<file path="config.mk">
export PLATFORM = sky130hd
export DESIGN_NAME = mshr_search
export DESIGN_NICKNAME = d
export VERILOG_FILES = /design/src/common/mshr_pkg.sv /design/src/mshr/mshr_search.sv
export SDC_FILE = /design/constraint.sdc
export NUM_CORES = 1
export LEC_CHECK = 0
export ABC_AREA = 1
export BUFFER_PORTS_ARGS = -buffer_cell sky130_fd_sc_hd__buf_2
export CAP_MARGIN = 20
export CORE_AREA = 3 3 391 393
export DETAILED_ROUTE_END_ITERATION = 6
export DIE_AREA = 0 0 394 396
export PLACE_DENSITY = 0.44
export SLEW_MARGIN = 0
export SYNTH_ARGS = -nofsm -noshare
export SYNTH_HDL_FRONTEND = slang
export SYNTH_SLANG_ARGS = --single-unit
</file>
<file path="constraint.sdc">
create_clock -name vclk -period 2.9
set_input_delay 0.58 -clock vclk [all_inputs]
set_output_delay 0.58 -clock vclk [all_outputs]
set_load 0.01 [all_outputs]
</file>
<file path="src/common/mshr_pkg.sv">
`default_nettype none

package mshr_pkg;

  // queue geometry
  localparam int mshr_depth       = 8;
  localparam int num_miss_ports   = 2;
  localparam int num_search_ports = 2;

  // byte address minus the 3-bit block offset
  localparam int line_addr_width = 29;
  localparam int block_width     = 64;
  localparam int mem_tag_width   = 4;

  typedef logic [$clog2(mshr_depth)-1:0]   mshr_idx_t;
  typedef logic [$clog2(mshr_depth+1)-1:0] mshr_count_t;
  typedef logic [line_addr_width-1:0]      line_addr_t;
  typedef logic [block_width-1:0]          block_t;

  // tag 0 means no transaction
  typedef logic [mem_tag_width-1:0] mem_tag_t;

  typedef enum logic [1:0] {
    bus_none  = 2'h0,
    bus_load  = 2'h1,
    bus_store = 2'h2
  } bus_cmd_e;

  // waiting until memory accepts the request
  // in_progress while a load waits for its tagged reply
  // done once the data is final and the entry may retire
  typedef enum logic [1:0] {
    waiting     = 2'h0,
    in_progress = 2'h1,
    done        = 2'h2
  } entry_state_e;

  typedef struct packed {
    logic       valid;
    bus_cmd_e   cmd;
    line_addr_t addr;
    block_t     data;
  } miss_req_t;

  // line handed back to the cache
  typedef struct packed {
    line_addr_t addr;
    block_t     data;
  } fill_t;

  typedef struct packed {
    logic         valid;
    entry_state_e state;
    bus_cmd_e     cmd;
    line_addr_t   addr;
    block_t       data;
    mem_tag_t     mem_tag;
  } mshr_entry_t;

endpackage

`default_nettype wire

</file>
<file path="src/mshr/mshr_search.sv">
`timescale 1ns/1ps
`default_nettype none

module mshr_search (
  input  mshr_pkg::mshr_entry_t [mshr_pkg::mshr_depth-1:0]     entries,
  input  mshr_pkg::line_addr_t [mshr_pkg::num_search_ports-1:0] search_addr,
  output logic [mshr_pkg::num_search_ports-1:0]               fwd_valid,
  output mshr_pkg::block_t [mshr_pkg::num_search_ports-1:0]     fwd_data,
  output logic [mshr_pkg::num_search_ports-1:0]               in_flight
);

  import mshr_pkg::*;

  // entries arrive oldest first, so later matches are younger
  always_comb begin
    for (int p = 0; p < num_search_ports; p++) begin
      fwd_valid[p] = 1'b0;
      fwd_data[p]  = '0;
      in_flight[p] = 1'b0;

      for (int k = 0; k < mshr_depth; k++) begin
        if (entries[k].valid && (entries[k].addr == search_addr[p])) begin
          if (entries[k].cmd == bus_store) begin
            fwd_valid[p] = 1'b1;
            fwd_data[p]  = entries[k].data;
            // an older load is shadowed by this store
            in_flight[p] = 1'b0;
          end else if (entries[k].cmd == bus_load) begin
            in_flight[p] = 1'b1;
          end
        end
      end
    end
  end

endmodule

`default_nettype wire

</file>
# Word-level counts from Yosys, hierarchy flattened
# Index checks and enable logic that the tools add are counted.
[classes] addsub=0 multipliers=0 n_div=0 magnitude_cmp=0 eq_ne=32 shifts=0 n_mux=108 bitwise_logic=0 reduce_logical=16
[op_table] cell="$mux W64" n=31
[op_table] cell="$eq A29 B29 Y1" n=16
[op_table] cell="$mux W1" n=77
[op_table] cell="$eq A2 B1 Y1 const B" n=8
[op_table] cell="$eq A2 B2 Y1 const B" n=8
[op_table] cell="$logic_and A1 B1 Y1" n=16
[totals] regBits=0 latchBits=0 ram_bits=0 rom_bits=0 input_bits=874 out_inout_bits=132 word_cells=156 n_memories=0

# Logic depth before layout (Yosys ltp)
# Gate-level depths: netlist (run 1).
[logic_depth] ltp_word=25 depth_mapped=22 depth_no_buf=20

# Least setup slack after synthesis (run 1)
# Ideal clock, no wire load.
[synth_timing] kind="input to output" start="input port search_addr[47] in the netlist's numbering" end="output port fwd_data[100] in the netlist's numbering" arrival_ns=2.283 setup_slack_ns=0.037 cell_stages=17 n_path_buf=3 cell_sequence="buf_2 > inv_1 > o22ai_1 > or2_1 > nor2_1 > nand2_1 > nor2_1 > buf_4 > buf_2 > nand3_1 > nand2_1 > inv_2 > nand2_1 > nand2_1 > nand2_1 > nand2_1 > a21oi_1"
[synth_lines] element="start, declared" line="mshr_search.sv:6" text="input mshr_pkg::line_addr_t [mshr_pkg::num_search_ports-1:0] search_addr,"
[synth_lines] element="end, declared" line="mshr_search.sv:8" text="output mshr_pkg::block_t [mshr_pkg::num_search_ports-1:0] fwd_data,"

==> metrics, run 1 <==
# fillers=17200; largest net degree at the start of global routing=81; overflow left after global routing=0; result of the run=finished with violations; Hold Violations, Final=0; number of pins exceeding their max-slew limit in the final report=0; fin crit share=131%; number of distinct library cell variants in the gate-level netlist after synthesis=40; peak fanout along the critical path=8; Synth warnings=0; num ports=1006; headroom to the max-slew limit=61.7%; biggest area consumer among synthesized cells=sky130_fd_sc_hd__nand2_1; fmax=0.264 GHz; Synth top area share=30.1%; area enclosed by the die boundary=156000 um^2; total standard cell area after synthesis=21900 um^2; global-route wire length before repair=321000 um; TritonRoute pass-1 iters=7; power per cell area=87.5 nW/um^2; Starting Density=14.6%; DRC errors left=0; Hold Path Class=input pin to primary output; wire length after detailed routing=254000 um; post-detailed-route wirelength per cell=29.4 um; Peak supply drop=0.000109 V; final HPWL from detailed placement=194000 um; drt initial violations=4229; worst min-delay path startpoint=entries[756]; library cell appearing most often on the critical path=sky130_fd_sc_hd__nand2_1; routed vias/inst=4.74; Crit. End Element=primary output; Crit path largest cell delay=220 ps; area growth from synthesis to layout=94.1%; register area share after synthesis=0%; RSZ-0062 raised after global routing=yes; shortest period the worst path allows=3790 ps; Hold Path Cell Cnt=4; final cell utilization of the core=28.3%; mean cell area of the mapped netlist=4.37 um^2; ratio of cells with drive above 1 in the final layout=40.4%; Static Leak=0.0235 uW; die boundary width=394 um; Startpoint Class=input pin; Worst Tran Pin Value=574 ps; Req. time, crit path=2320 ps; summed area of non-filler cells in the final layout=42500 um^2; top cells by area in the synthesized netlist=sky130_fd_sc_hd__nand2_1, sky130_fd_sc_hd__inv_1, sky130_fd_sc_hd__nand3_1; cell area after placement=35300 um^2; total number of sequential cells=0; placer congestion estimate=1.09; Placement Rows=142; total of buffers placed on input and output ports=958; footprint of the flip-flops and latches=0 um^2; Setup violations, final=132; Chip Height=396 um; post-route worst setup slack=-888 ps; number of clock buffer instances in the layout=0; Overall Global Routing Usage=29.6%; violations in the final reports=setup timing; via count of the first global-routing pass=38500; cell count after synthesis=5002; core area=150000 um^2; Worst Hold Endpoint=fwd_data[102]; synthesized netlist net count=5876; critical path, cell by cell=buf_8 -> clkinvlp_4 -> buf_6 -> nand2_2 -> o21ai_2 -> nor2_1 -> nand2_1 -> nor2_2 -> nand2_2 -> nor2_4 -> buf_12 -> buf_8 -> buf_6 -> nand3_1 -> nand2_2 -> nand2_1 -> nand2_1 -> nand2_1 -> nand2_1 -> nand2_1 -> a21oi_2 -> buf_2; worst setup slack after placement=-1630 ps; number of antenna violations at the first check in global routing=72; number of nets at the end of the flow=7467; number of nets still failing antenna checks after routing=0; ranking of synthesized cells by instance count=sky130_fd_sc_hd__nand2_1, sky130_fd_sc_hd__inv_1, sky130_fd_sc_hd__nand3_1; critical path class=input pin to primary output; leading cell type by number of instances after synthesis=sky130_fd_sc_hd__nand2_1; maxcap violations=0; critical-path cell with the highest stage delay=sky130_fd_sc_hd__nor2_4; number of vias in the routed layout=41000; CP arrival=3210 ps
## placed cells by master (no fill, tap or decap), drive strengths merged, types with 8 or more instances in the layout
cell type	count
nand3	495
buf	1858
clkbuf	34
clkinvlp	12
a21oi	143
o21ai	263
nand4	33
nand2	1753
or2	67
o22ai	198
nor4	18
a221oi	19
nor3	10
xnor2	72
xor2	33
inv	1112
nor2	423
diode	38
bufbuf	8
## critical path, delay by kind of cell
| family | cells | cell delay, ps |
|---|---|---|
| AND/OR/NAND/NOR | 13 | 1250 |
| buffers and inverters | 7 | 1150 |
| AO/OA/AOI/OAI | 2 | 220 |
## through the flow
stage / std cells / power, uW / TNS [ps] / hold slack, ps
after CTS: 8526 / 3490 / -98620 / 1510
after global placement: 8420 / 3320 / -159570 / 1510
final: 8645 / 3710 / -103110 / 1510
after floorplan: 5002 / 924 / 0 / 1300
after global routing: 8623 / 3810 / -111860 / 1520
after detailed placement: 8420 / 3290 / -153520 / 1510
## final cells by class
cell class,count,area [um^2],share of cell area (%)
antenna,38,95.1,0.224
timing repair buffer,1900,16500,38.8
tap,2016,2520,5.94
multi-input combinational,3561,18900,44.6
inverter,1130,4450,10.5
## kinds of logic after synthesis
group | after synthesis | synth area share (%)
and+or+nand+nor | 2811 | 52.7
buffers and inverters | 1442 | 26.5
AOI/OAI and AO/OA | 644 | 16.5
xor gates and xnor gates | 105 | 4.20
## what timing repair did
action,in CTS,in global routing
setup buffers,87,61
cloned,35,36
endpoints found under the setup margin,132,132
pin swaps,165,379
hold buffers,0,0
gates resized for setup,637,639
## worst max-delay path by stage
stage,startpoint,endpoint,slack (ps),depth (start not counted)
after floorplan,search_addr[47],fwd_data[100],40,17
after global placement,search_addr[25],fwd_data[62],-1690,17
after detailed placement,search_addr[25],fwd_data[62],-1630,17
after CTS,search_addr[28],fwd_data[45],-820,22
after global routing,search_addr[28],fwd_data[35],-930,20
final,search_addr[54],fwd_data[100],-890,22
## per-layer routing
layer | track usage, % | vias up | part of all wire [%]
li1 | - | 18400 | -
met1 | 37.7 | 19100 | 41
met2 | 46.7 | 2659 | 43
met3 | 6.01 | 718 | 9.2
met4 | 16.0 | 52 | 7.0
met5 | 0 | - | 0.14
## power breakdown
| part | switching, uW | leakage, uW | internal (uW) |
|---|---|---|---|
| combinational | 2230 | 0.0235 | 1490 |
| sequential | 0 | 0 | 0 |
| clock | 0 | 0.000000250 | 0.00149 |
| total | 2230 | 0.0235 | 1490 |
Power figures use the tool's default switching activity.
==> run 2: changes to the inputs <==
--- a/config.mk
+++ b/config.mk
@@ -12,6 +12,7 @@
 export DETAILED_ROUTE_END_ITERATION = 6
 export DIE_AREA = 0 0 394 396
 export PLACE_DENSITY = 0.44
+export SKIP_LAST_GASP = 1
 export SLEW_MARGIN = 0
 export SYNTH_ARGS = -nofsm -noshare
 export SYNTH_HDL_FRONTEND = slang
==> run 2 against run 1 <==
The flow finishes with violations (DRC, setup timing). Cell count is 0.10% lower. Global-route usage about the same. Worst hold slack worse by 1.0 ps. Sequential share of layout area unchanged. Highest routed layer unchanged.
==> metrics, run 2 (synthesis results as in run 1) <==
fmax=0.265 GHz; result of the run=finished with violations; area enclosed by the die boundary=156000 um^2; number of antenna violations at the first check in global routing=74; post-route worst setup slack=-876 ps; number of nets at the end of the flow=7465; drt initial violations=4295; TritonRoute pass-1 iters=7; Peak supply drop=0.000109 V; fin crit share=130%; Startpoint Class=input pin; maxcap violations=0; violations in the final reports=DRC, setup timing; post-detailed-route wirelength per cell=29.3 um; Chip Height=396 um; footprint of the flip-flops and latches=0 um^2; total of buffers placed on input and output ports=958; number of nets still failing antenna checks after routing=0; die boundary width=394 um; area growth from synthesis to layout=92.2%; via count of the first global-routing pass=38500; library cell appearing most often on the critical path=sky130_fd_sc_hd__nand2_1; Overall Global Routing Usage=29.6%; final HPWL from detailed placement=194000 um; DRC errors left=1; peak fanout along the critical path=9; CP arrival=3200 ps; critical path, cell by cell=buf_8 -> clkinvlp_4 -> buf_6 -> nand2_2 -> o21ai_2 -> nor2_1 -> nand2_1 -> nor2_2 -> nand2_2 -> nor2_4 -> buf_12 -> clkbuf_16 -> nand3_1 -> nand2_1 -> nand2_1 -> nand2_1 -> nand2_1 -> nand2_1 -> nand2_1 -> a21oi_2 -> buf_4 -> buf_2; number of clock buffer instances in the layout=0; cell area after placement=35300 um^2; shortest period the worst path allows=3780 ps; num ports=1006; overflow left after global routing=0; routed vias/inst=4.73; power per cell area=88.2 nW/um^2; number of vias in the routed layout=40900; Setup violations, final=132; total number of sequential cells=0; overall power consumption=3710 uW; Crit. End Element=primary output; placer congestion estimate=1.09; critical-path cell with the highest stage delay=sky130_fd_sc_hd__nor2_4; critical path class=input pin to primary output; core area=150000 um^2; ratio of cells with drive above 1 in the final layout=39.4%; Worst Tran Pin Value=579 ps; number of pins exceeding their max-slew limit in the final report=0; summed area of non-filler cells in the final layout=42000 um^2; # fillers=17200; RSZ-0062 raised after global routing=yes; number of hold buffers added after cts=0; largest net degree at the start of global routing=81; headroom to the max-slew limit=61.4%; most common library cell in the layout ignoring fill and taps=sky130_fd_sc_hd__nand2_1; Starting Density=14.6%; Placement Rows=142; Crit path largest cell delay=220 ps; global-route wire length before repair=321000 um; Static Leak=0.0234 uW; Hold Violations, Final=0; most frequent cells in the layout=sky130_fd_sc_hd__nand2_1, sky130_fd_sc_hd__inv_1, sky130_fd_sc_hd__buf_2, sky130_fd_sc_hd__buf_4, sky130_fd_sc_hd__nand3_1; wire length after detailed routing=253000 um; worst setup slack after placement=-1630 ps; Req. time, crit path=2320 ps; Hold Path Class=input pin to primary output
[run 2: cell count changes in the layout (fill, tap and decap cells not counted), sizes merged]
| cell | delta |
|---|---|
| buf | +2 |
| bufbuf | -2 |
| clkbuf | -2 |
| diode | -7 |
[run 2: worst max-delay path: cells and delay by family]
family	cells	cell delay, ps
AO/OA/AOI/OAI	2	210
buffers and inverters	7	1220
AND/OR/NAND/NOR	13	1160
[run 2: cell type report]
| type | count | area [um^2] | share of cell area (%) |
|---|---|---|---|
| repair buffers | 1898 | 16300 | 38.8 |
| inverters | 1130 | 4440 | 10.6 |
| multi-input cells | 3561 | 18700 | 44.4 |
| diodes | 31 | 77.6 | 0.185 |
| well taps | 2016 | 2520 | 6.00 |
[run 2: metal layers]
layer,GRT usage (%),vias up,wire length (um)
met3,5.96,728,22300
li1,-,18400,-
met4,16.1,54,17900
met2,46.6,2628,108000
met5,0,-,389
met1,37.8,19000,105000
[run 2: power breakdown]
part	internal, uW	switching, uW
registers	0	0
logic	1480	2220
clock network	0.00129	0
total	1480	2220
[run 2: per-stage QoR]
step           setup TNS [ps]  utilization, %  instances  hold WS [ps]
4_1_cts                -99120            26.1       8526          1510
3_5_place_dp          -153520            23.5       8420          1510
2_1_floorplan               0               -       5002          1300
6_report              -101540            28.1       8636          1510
5_1_grt               -113270            28.0       8620          1530
3_3_place_gp          -159570            23.5       8420          1510
[run 2: final timing paths]
check,startpoint,to,cells after the start
max,search_addr[54],fwd_data[121],22
min,entries[756],fwd_data[102],4
[run 2: repair_timing]
item / CTS / global route
cloned: 35 / 35
pin swaps: 163 / 311
endpoints found under the setup margin: 132 / 132
resized for setup: 594 / 556
setup buffers: 87 / 59
