**src/common/mshr_pkg.sv**
```systemverilog
`default_nettype none

package mshr_pkg;

  // queue geometry
  localparam int mshr_depth       = 8;
  localparam int num_miss_ports   = 2;
  localparam int num_search_ports = 2;

  // byte address minus the 3-bit block offset
  localparam int line_addr_width = 29;
  localparam int block_width     = 64;
  localparam int mem_tag_width   = 4;

  typedef logic [$clog2(mshr_depth)-1:0]   mshr_idx_t;
  typedef logic [$clog2(mshr_depth+1)-1:0] mshr_count_t;
  typedef logic [line_addr_width-1:0]      line_addr_t;
  typedef logic [block_width-1:0]          block_t;

  // tag 0 means no transaction
  typedef logic [mem_tag_width-1:0] mem_tag_t;

  typedef enum logic [1:0] {
    bus_none  = 2'h0,
    bus_load  = 2'h1,
    bus_store = 2'h2
  } bus_cmd_e;

  // waiting until memory accepts the request
  // in_progress while a load waits for its tagged reply
  // done once the data is final and the entry may retire
  typedef enum logic [1:0] {
    waiting     = 2'h0,
    in_progress = 2'h1,
    done        = 2'h2
  } entry_state_e;

  typedef struct packed {
    logic       valid;
    bus_cmd_e   cmd;
    line_addr_t addr;
    block_t     data;
  } miss_req_t;

  // line handed back to the cache
  typedef struct packed {
    line_addr_t addr;
    block_t     data;
  } fill_t;

  typedef struct packed {
    logic         valid;
    entry_state_e state;
    bus_cmd_e     cmd;
    line_addr_t   addr;
    block_t       data;
    mem_tag_t     mem_tag;
  } mshr_entry_t;

endpackage

`default_nettype wire

```
**src/mshr/mshr_alloc_select.sv**
```systemverilog
`timescale 1ns/1ps
`default_nettype none

module mshr_alloc_select (
  input  mshr_pkg::miss_req_t [mshr_pkg::num_miss_ports-1:0] miss,
  output mshr_pkg::miss_req_t [mshr_pkg::num_miss_ports-1:0] slot_req,
  output logic [1:0]                                         alloc_count
);

  import mshr_pkg::*;

  // each slot takes the lowest active port not claimed by an earlier slot
  always_comb begin
    logic [num_miss_ports-1:0] pending;
    logic [1:0]                count;
    logic                      found;
    int                        pick;

    for (int p = 0; p < num_miss_ports; p++) begin
      pending[p] = miss[p].valid;
    end
    count = '0;

    for (int s = 0; s < num_miss_ports; s++) begin
      found = 1'b0;
      pick  = 0;
      // downward scan so the lowest set bit wins
      for (int p = num_miss_ports - 1; p >= 0; p--) begin
        if (pending[p]) begin
          found = 1'b1;
          pick  = p;
        end
      end

      slot_req[s] = '0;
      if (found) begin
        slot_req[s]   = miss[pick];
        pending[pick] = 1'b0;
        count         = count + 2'd1;
      end
    end

    alloc_count = count;
  end

endmodule

`default_nettype wire

```
**config.mk**
```make
export PLATFORM = sky130hd
export DESIGN_NAME = mshr_alloc_select
export DESIGN_NICKNAME = d
export VERILOG_FILES = /design/src/common/mshr_pkg.sv /design/src/mshr/mshr_alloc_select.sv
export SDC_FILE = /design/constraint.sdc
export NUM_CORES = 1
export LEC_CHECK = 0
export BUFFER_PORTS_ARGS = -buffer_cell sky130_fd_sc_hd__buf_2
export CAP_MARGIN = 20
export CORE_AREA = 5 5 147 149
export DETAILED_ROUTE_END_ITERATION = 10
export DIE_AREA = 0 0 152 154
export SLEW_MARGIN = 40
export SYNTH_ARGS = -nofsm -noshare
export SYNTH_HDL_FRONTEND = slang
export SYNTH_SLANG_ARGS = --single-unit
```
**constraint.sdc**
```tcl
create_clock -name vclk -period 1.75
set_clock_uncertainty 0.2 [all_clocks]
set_input_delay 0.175 -clock vclk [all_inputs]
set_output_delay 0.175 -clock vclk [all_outputs]
set_load 0.02 [all_outputs]
```
==> Word-level counts from Yosys, hierarchy flattened <==
Index checks and enable logic that the tools add are counted.
{ "totals": {"wordCells": 28, "register_bits": 0, "out_inout_bits": 194} }
{ "op_classes": {"n_bitwise": 2, "reduce_logical": 1, "muxes": 21, "addsub": 1, "magnitude_cmp": 3} }
{ "op_table": {"columns": ["cell", "count"], "rows": [
  ["96-bit 2-to-1 mux", 8],
  ["32-bit by 3-bit < comparator with 1-bit output (second input constant)", 2],
  ["32-bit 2-to-1 mux", 2],
  ["32-bit by 1-bit greater-or-equal comparator with 1-bit output (second input constant)", 1],
  ["1-bit 2-to-1 mux", 8],
  ["2-bit 2-to-1 mux", 2],
  ["2-bit by 1-bit adder with 2-bit output (second input constant)", 1],
  ["2-bit bitwise AND", 1],
  ["2-bit NOT", 1],
  ["1-bit demux with 1-bit select", 1],
  ["1-bit logical AND", 1]
]} }

==> Longest topological paths before layout <==
Gate-level depths: netlist of the first run.
{ "depth": {"ltp_word": 15, "mapped_depth": 7, "depth_no_buf": 4} }

==> Worst setup path after synthesis of the first run <==
OpenSTA, ideal clock, no wires.
{ "synth_path": {"path_kind": "input port to output port", "from": "input miss[95] (netlist bit)", "to": "output slot_req[130] (netlist bit)", "cell_stages": 4, "required_ns": 1.375, "setup_slack_ns": 0.073, "arrival_time_ns": 1.302, "path_cell_list": "ha_1 buf_2 clkbuf_1 nor2b_1"} }
{ "synth_lines": {"columns": ["element", "line", "text"], "rows": [
  ["from (decl)", "mshr_alloc_select.sv:5", "input mshr_pkg::miss_req_t [mshr_pkg::num_miss_ports-1:0] miss,"],
  ["to (decl)", "mshr_alloc_select.sv:6", "output mshr_pkg::miss_req_t [mshr_pkg::num_miss_ports-1:0] slot_req,"]
]} }

==> flow_summary.toml, run 1 <==
[status]
outcome = "finished, final reports clean"

[placement]
place_congestion = 0.950
hpwl_um = 13200
postPlaceCellArea_um2 = 5690
dp_cells = 1087
port_buffers = 386

[finish]
area_delta_synth_final_pct = 84.6
multiInputGateArea_um2 = 2970
fin_area_um2 = 5980
seq_area_um2 = 0
clock_buffers = 0
nFillCells = 2178
layout-drive-gt1-share_pct = 54.7
fin_nets = 1030
final_cells = 1102
antenna_cells = 0
seq_cell_count = 0
fin_util_pct = 29.8

[setup_path]
crit_required_ns = 1.37
startpoint_type = "primary input"
cp_max_fo = 10
path_class = "in -> out"
endpoint_kind = "output port"
arrival_ns = 1.35

[power]
switchingPower_mw = 1.01
pwr-share-comb_pct = 100.0
clockPowerShare_pct = 0
pwr-share-seq_pct = 0
p_per_area_nw_per_um2 = 303
power.internal_uw = 800
totalPowerFinal_mw = 1.82
peakVddDrop_v = 0.000140
switching_share_pct = 55.9
p_leak_nw = 3.24

[timing]
setup_viol = 0
timing.final.hold_violations = 0
drv_slew = 0
slew_headroom_pct = 80.6
period_share_pct = 98.4
tns_ns = 0
post-route-min-period_ns = 1.72
fmax_mhz = 581
tightest_slew_ns = 0.283
rsz0062_at_grt = "true"

[floorplan]
initial_core_util_pct = 16.2
rows = 52
dieArea_um2 = 23400
die_w_um = 152
die_h_um = 154
ios = 386
core_um2 = 20000

[worst_hold_path]
hp-class = "in -> out"

[routing]
vias = 4603
drt_iter0_drc = 222
vias_per_cell = 4.18
ant_nets = 0
wl_per_cell_um = 14.8
first_pass_iters = 4
finalWirelength_um = 16300
route.detailed.drc = 0

[yosys]
synthTopCellsByCount = "mux2i_1, nor2_1, nor2b_1, clkbuf_1, buf_4"
seq_area_frac_synth_pct = 0
synth_top_area_cell = "mux2i_1"
synthCells = 431
synth_top_area_share_pct = 58.7
synth.most_common_cell = "mux2i_1"
syn_area_um2 = 3240
synth-warning-count = 0
synth.top_cells.by_area = "mux2i_1, nor2b_1, nor2_1"
avgSynthCellArea_um2 = 7.52
syn_nets = 627
synth_cell_types = 10

[flow_run]
cap_violations = 0

[global_routing]
first_global_vias = 4662
grt_max_degree = 52
gr-total-overflow = 0
gr-usage-all-layers_pct = 11.9
grt_pass1_wl_um = 24100
antenna_found_initial = 0
-- path summary, 6_finish.rpt --
check | from | to | slack [ns] | cells past startpoint
max | miss[95] | slot_req[92] | 0.03 | 8
min | miss[51] | slot_req[51] | 0.53 | 4
-- stage by stage --
step	setup WS (ns)	hold WS [ns]
final	0.0280	0.526
after global routing	-0.0182	0.543
after CTS	-0.0336	0.527
after detailed placement	-0.430	0.522
after global placement	-0.414	0.521
after floorplan	0.0730	0.366
-- layout by cell type (no fill, tap or decap) --
| master | count |
|---|---|
| ha_2 | 1 |
| inv_4 | 1 |
| buf_8 | 1 |
| nor2b_1 | 95 |
| mux2i_2 | 3 |
| mux2i_1 | 186 |
| ha_4 | 3 |
| nor2_2 | 1 |
| buf_12 | 11 |
| inv_1 | 2 |
| mux2i_4 | 1 |
| buf_2 | 377 |
| clkbuf_16 | 2 |
| buf_6 | 6 |
| buf_16 | 3 |
| nor2_1 | 94 |
| buf_4 | 45 |
-- per-layer routing --
layer / track usage (%) / share of wire, % / routed length, um / vias to the layer above
met5: 0 / 0 / 0 / -
met3: 2.61 / 7.5 / 1230 / 20
met4: 2.48 / 1.9 / 305 / 0
met2: 22.3 / 50 / 8230 / 237
met1: 14.0 / 40 / 6550 / 2087
li1: - / - / - / 2259
-- cell families after synthesis --
logic type	Yosys count	synth area share, %
buf+inv	47	10.4
fa+ha+maj	4	1.54
mux	190	58.7
simple gates	190	29.3
-- cell type report --
type	instances	share of cell area (%)
inverters	3	0.230
well taps	270	5.65
multi-input cells	384	49.6
repair buffers	445	44.5
-- power by group through the flow --
stage               Clock [mW]  Combinational [mW]  Sequential [mW]
floorplan                    0                1.00                0
global placement             0                1.72                0
detailed placement           0                1.73                0
CTS                          0                1.78                0
global route                 0                1.95                0
finish                       0                1.82                0
-- worst max-delay path, cell delays in order --
cell and delay [ns]:
buf_6 0.11, inv_4 0.05, ha_4 0.15, buf_6 0.13, buf_4 0.22, mux2i_2 0.28, nor2_1 0.06, buf_2 0.16
-- what timing repair did --
action	in CTS	in global routing
pin swaps	1	2
hold buffers	0	0
resized for setup	9	20
buffers inserted	2	9
endpoints found under the setup margin	8	75
hold endpoints to repair	0	0
cloned	2	2
Power figures use the tool's default switching activity.
==> run 2, diff against run 1 <==
--- a/config.mk
+++ b/config.mk
@@ -5,6 +5,7 @@
 export SDC_FILE = /design/constraint.sdc
 export NUM_CORES = 1
 export LEC_CHECK = 0
+export ABC_AREA = 1
 export BUFFER_PORTS_ARGS = -buffer_cell sky130_fd_sc_hd__buf_2
 export CAP_MARGIN = 20
 export CORE_AREA = 5 5 147 149
==> run 2 against run 1 <==
  * Combinational power increased by 8%
  * Global-route usage rose by 2.8 points
  * Flip-flop and latch count unchanged
  * First-iteration DRC count up 50%
  * Non-clock buffer count down 5
  * Setup slack better by 0.026 ns
  * Sequential share of layout area unchanged
  * Final cell count up 43%
  * Critical endpoint is now slot_req[147]
==> flow_summary.toml, run 2 <==
[status]
outcome = "finished, final reports clean"

[finish]
clock_buffers = 0
layout-drive-gt1-share_pct = 34.4
seq_area_um2 = 0
layout_common_cells = "nand2_1, nor2_1, buf_2"
final_cells = 1572
seq_cell_count = 0
antenna_cells = 0
fin_area_um2 = 6300
nFillCells = 2327
final_common_cell = "nand2_1"
fin_nets = 1500
multiInputGateArea_um2 = 2950
area_delta_synth_final_pct = 72.5

[yosys]
synth_compound_area_share_pct = 0
synth-warning-count = 0
avgSynthCellArea_um2 = 3.94
synth.area.mux_share_pct = 0
synthCells = 926
synthAdderAreaFrac_pct = 1.37
synth_top_area_cell = "nand2_1"
synth_xor_area_share_pct = 0
synth_cell_types = 9
syn_area_um2 = 3650
seq_area_frac_synth_pct = 0
synth_top_area_share_pct = 39.1
synth_top_family_by_area = "simple AND/OR/NAND/NOR gates"
synthSimpleGateAreaFrac_pct = 78.1
synth.top_cells.by_area = "nand2_1, nor2_1, inv_1"
synthTopCellsByCount = "nand2_1, nor2_1, inv_1, buf_2, buf_4"
syn_nets = 1122

[global_routing]
gr-total-overflow = 0
grt_most_used_layer = "met2"
grt.met1_usage_pct = 17.7
grt_max_degree = 51
gr-usage-all-layers_pct = 14.8
first_global_vias = 5934
grt_pass1_wl_um = 29500
antenna_found_initial = 0
use_met3_pct = 3.26
grtUsageMet2_pct = 26.6

[timing]
timing.final.hold_violations = 0
fmax_mhz = 590
drv_slew = 0
setup_viol = 0
post-route-min-period_ns = 1.70
tightest_slew_ns = 0.246
period_share_pct = 96.9
tns_ns = 0
setup_ws_ns = 0.0541
rsz0062_at_grt = "true"
slew_headroom_pct = 83.6

[floorplan]
ios = 386
rows = 52
core_um2 = 20000
initial_core_util_pct = 18.2
die_h_um = 154
dieArea_um2 = 23400
die_w_um = 152

[routing]
wl_per_cell_um = 12.5
finalWirelength_um = 19600
vias = 6359
drt_iter0_drc = 332
vias_per_cell = 4.05
ant_nets = 0
first_pass_iters = 5
route.detailed.drc = 0

[flow_run]
cap_violations = 0

[power]
peakVddDrop_v = 0.000134
p_leak_nw = 4.28
p_per_area_nw_per_um2 = 311
totalPowerFinal_mw = 1.96

[worst_hold_path]
hp-class = "in -> out"
hp-start = "miss[46]"
min_to = "slot_req[46]"
whs_path_depth = 4

[setup_path]
arrival_ns = 1.32
crit_required_ns = 1.37
path_class = "in -> out"
endpoint_kind = "output port"
startpoint_type = "primary input"
cp_max_fo = 50

[placement]
place_congestion = 0.921
postPlaceCellArea_um2 = 6120
hpwl_um = 15900
pre_cts_ws_ns = -0.142
dp_cells = 1567
port_buffers = 386

[cts]
hold_buffers = 0
[run 2: changes by cell type after synthesis, sizes merged]
cell    before  now
mux2i      190    0
clkbuf      17    8
inv          3   98
nor2        95  380
nand2        0  380
buf         27   56
nor2b       95    0
[run 2: layer usage]
layer	share of wire (%)	wire [um]
met5	0	0
met3	7.8	1540
met1	42	8190
met4	3.0	596
met2	47	9300
[run 2: final cells by class]
class                           instances  area share, %
Inverter                               98           5.92
Timing Repair Buffer                  440           41.8
Multi-Input combinational cell        764           46.9
Tap cell                              270           5.36
[run 2: what timing repair did]
item | 4_1_cts | 5_1_grt
setup endpoints to repair | 7 | 70
hold endpoints to repair | 0 | 0
cloned | 0 | 4
setup buffers | 0 | 1
gates resized for setup | 6 | 16
pin swaps | 0 | 3
[run 2: kinds of logic (layout without fill, tap and decap cells)]
logic type / count (synthesis) / count (layout)
simple gates: 760 / 760
fa+ha+maj: 4 / 4
buf+inv: 162 / 538
[run 2: critical path: stages]
cell     delay (ns)
buf_2          0.16
buf_4          0.14
ha_4           0.16
buf_16         0.21
nand2_1        0.08
nor2_1         0.17
buf_4          0.18
[run 2: power breakdown]
group / switching [mW] / internal [mW] / total (mW)
Combinational: 1.21 / 0.753 / 1.96
Clock: 0 / 0 / 0
Sequential: 0 / 0 / 0
[run 2: stage by stage]
| step | hold WS (ns) | util (%) |
|---|---|---|
| 2_1_floorplan | 0.321 | - |
| 3_5_place_dp | 0.508 | 30.6 |
| 5_1_grt | 0.535 | 31.4 |
| 3_3_place_gp | 0.511 | 30.6 |
| 6_report | 0.510 | 31.4 |
| 4_1_cts | 0.513 | 30.6 |
[run 2: how the worst max path moves through the flow]
| stage | startpoint | end | slack [ns] | depth (start not counted) |
|---|---|---|---|---|
| CTS | miss[95] | slot_req[33] | 0.007 | 9 |
| global route | miss[191] | slot_req[33] | -0.01 | 9 |
| detailed placement | miss[95] | slot_req[89] | -0.14 | 7 |
| floorplan | miss[95] | slot_req[130] | 0.08 | 6 |
| finish | miss[191] | slot_req[147] | 0.05 | 7 |
| global placement | miss[95] | slot_req[89] | -0.16 | 7 |
==> run 3, diff against run 2 <==
--- a/config.mk
+++ b/config.mk
@@ -11,6 +11,7 @@
 export CORE_AREA = 5 5 147 149
 export DETAILED_ROUTE_END_ITERATION = 10
 export DIE_AREA = 0 0 152 154
+export REMOVE_ABC_BUFFERS = 1
 export SLEW_MARGIN = 40
 export SYNTH_ARGS = -nofsm -noshare
 export SYNTH_HDL_FRONTEND = slang
==> run 3 against run 2 <==
  * Final area up 5.6%
  * Clock-buffer cell count is the same
  * Maximum frequency decreased by 0.71%
  * First-iteration DRC count is 4.8% higher
  * Final cell count rose by 1.5%
  * Sequential share of layout area did not move
  * Worst hold slack worse by 0.0095 ns
  * Global-route usage fell by 1.6 points
  * Non-clock buffer count increased by 24
  * Critical path type unchanged
  * Critical endpoint is now slot_req[84]
  * Largest power group unchanged
==> flow_summary.toml, run 3 (same netlist as run 2, synthesis figures left out) <==
[finish]
seq_cell_count = 0
layout-drive-gt1-share_pct = 35.8
fin_nets = 1524
final_common_cell = "nand2_1"
fin_area_um2 = 6650
layout_common_cells = "nand2_1, nor2_1, buf_2"
area_delta_synth_final_pct = 82.2
clock_buffers = 0
final_cells = 1596
seq_area_um2 = 0
nFillCells = 2272
antenna_cells = 0

[routing]
wl_per_cell_um = 12.4
first_pass_iters = 5
finalWirelength_um = 19800
drt_iter0_drc = 348
vias_per_cell = 4.09
ant_nets = 0
vias = 6521
route.detailed.drc = 0

[floorplan]
dieArea_um2 = 23400
core_um2 = 20000
rows = 52
die_w_um = 152
die_h_um = 154
ios = 386
initial_core_util_pct = 18.2

[global_routing]
grt_pass1_wl_um = 26900
gr-total-overflow = 0
grt_max_degree = 42
gr-usage-all-layers_pct = 13.2
antenna_found_initial = 0
first_global_vias = 5629

[placement]
postPlaceCellArea_um2 = 6210
port_buffers = 386
place_congestion = 0.946
dp_cells = 1577
hpwl_um = 15100

[setup_path]
cp_max_fo = 10
path_class = "in -> out"
startpoint = "miss[191]"
arrival_ns = 1.33
crit_required_ns = 1.37
endpoint_kind = "output port"
startpoint_type = "primary input"

[timing]
timing.final.hold_violations = 0
setup_viol = 0
period_share_pct = 97.6
slew_headroom_pct = 84.6
whs_ns = 0.500
tns_ns = 0
tightest_slew_ns = 0.230
post-route-min-period_ns = 1.71
drv_slew = 0
fmax_mhz = 585

[power]
p_leak_nw = 4.44
p_per_area_nw_per_um2 = 308
totalPowerFinal_mw = 2.05
peakVddDrop_v = 0.000138

[worst_hold_path]
hp-start = "miss[78]"
whs_path_depth = 4
hp-class = "in -> out"

[status]
outcome = "finished, final reports clean"

[flow_run]
cap_violations = 0
-- run 3: cell count changes in the layout (fill, tap and decap cells not counted) --
cell,before,now
buf_4,44,71
buf_2,376,360
buf_12,12,18
clkbuf_16,4,8
nor2_2,1,5
buf_6,1,4
nor2_1,378,375
clkbuf_4,0,2
buf_16,2,1
buf_8,1,0
inv_2,1,0
inv_4,0,1
nor2_4,1,0
-- run 3: where the power goes --
group	internal, mW	switching (mW)
sequential	0	0
combinational	0.832	1.22
clock	0	0
-- run 3: worst max-delay path, stage by stage --
cell and delay [ns]:
clkbuf_4 0.15, ha_4 0.24, buf_12 0.16, clkbuf_16 0.16
nand2_1 0.09, nand2_1 0.07, nor2_2 0.12, buf_4 0.16
-- run 3: final cells by class --
type	count	area, um2	share of cell area [%]
timing repair buffer	464	2980	44.8
multi-input combinational	764	2960	44.4
inverter	98	375	5.64
tap	270	338	5.08
-- run 3: per-stage QoR --
stage | setup slack (ns) | utilization [%]
after global routing | -0.00502 | 33.2
after CTS | -0.00248 | 31.1
after detailed placement | -0.0292 | 31.0
after floorplan | -2.65 | -
after global placement | -0.0158 | 31.0
final | 0.0419 | 33.2
-- run 3: per-layer routing --
metal / vias to the layer above / wire, um / track usage [%] / part of all wire (%)
li1: 3432 / - / - / -
met4: 0 / 465 / 3.25 / 2.4
met3: 32 / 1550 / 2.89 / 7.8
met2: 315 / 9760 / 24.6 / 49
met5: - / 0 / 0 / 0
met1: 2742 / 7990 / 15.2 / 40
-- run 3: worst paths after layout --
| check | endpoint | slack (ns) |
|---|---|---|
| worst max-delay path | slot_req[84] | 0.04 |
| worst min-delay path | slot_req[78] | 0.50 |
-- run 3: what timing repair did --
item,4_1_cts,5_1_grt
gates resized for setup,9,32
buffers inserted,0,10
pin swaps,0,2
hold buffers,0,0
cloned,0,9
endpoints found under the setup margin,8,115
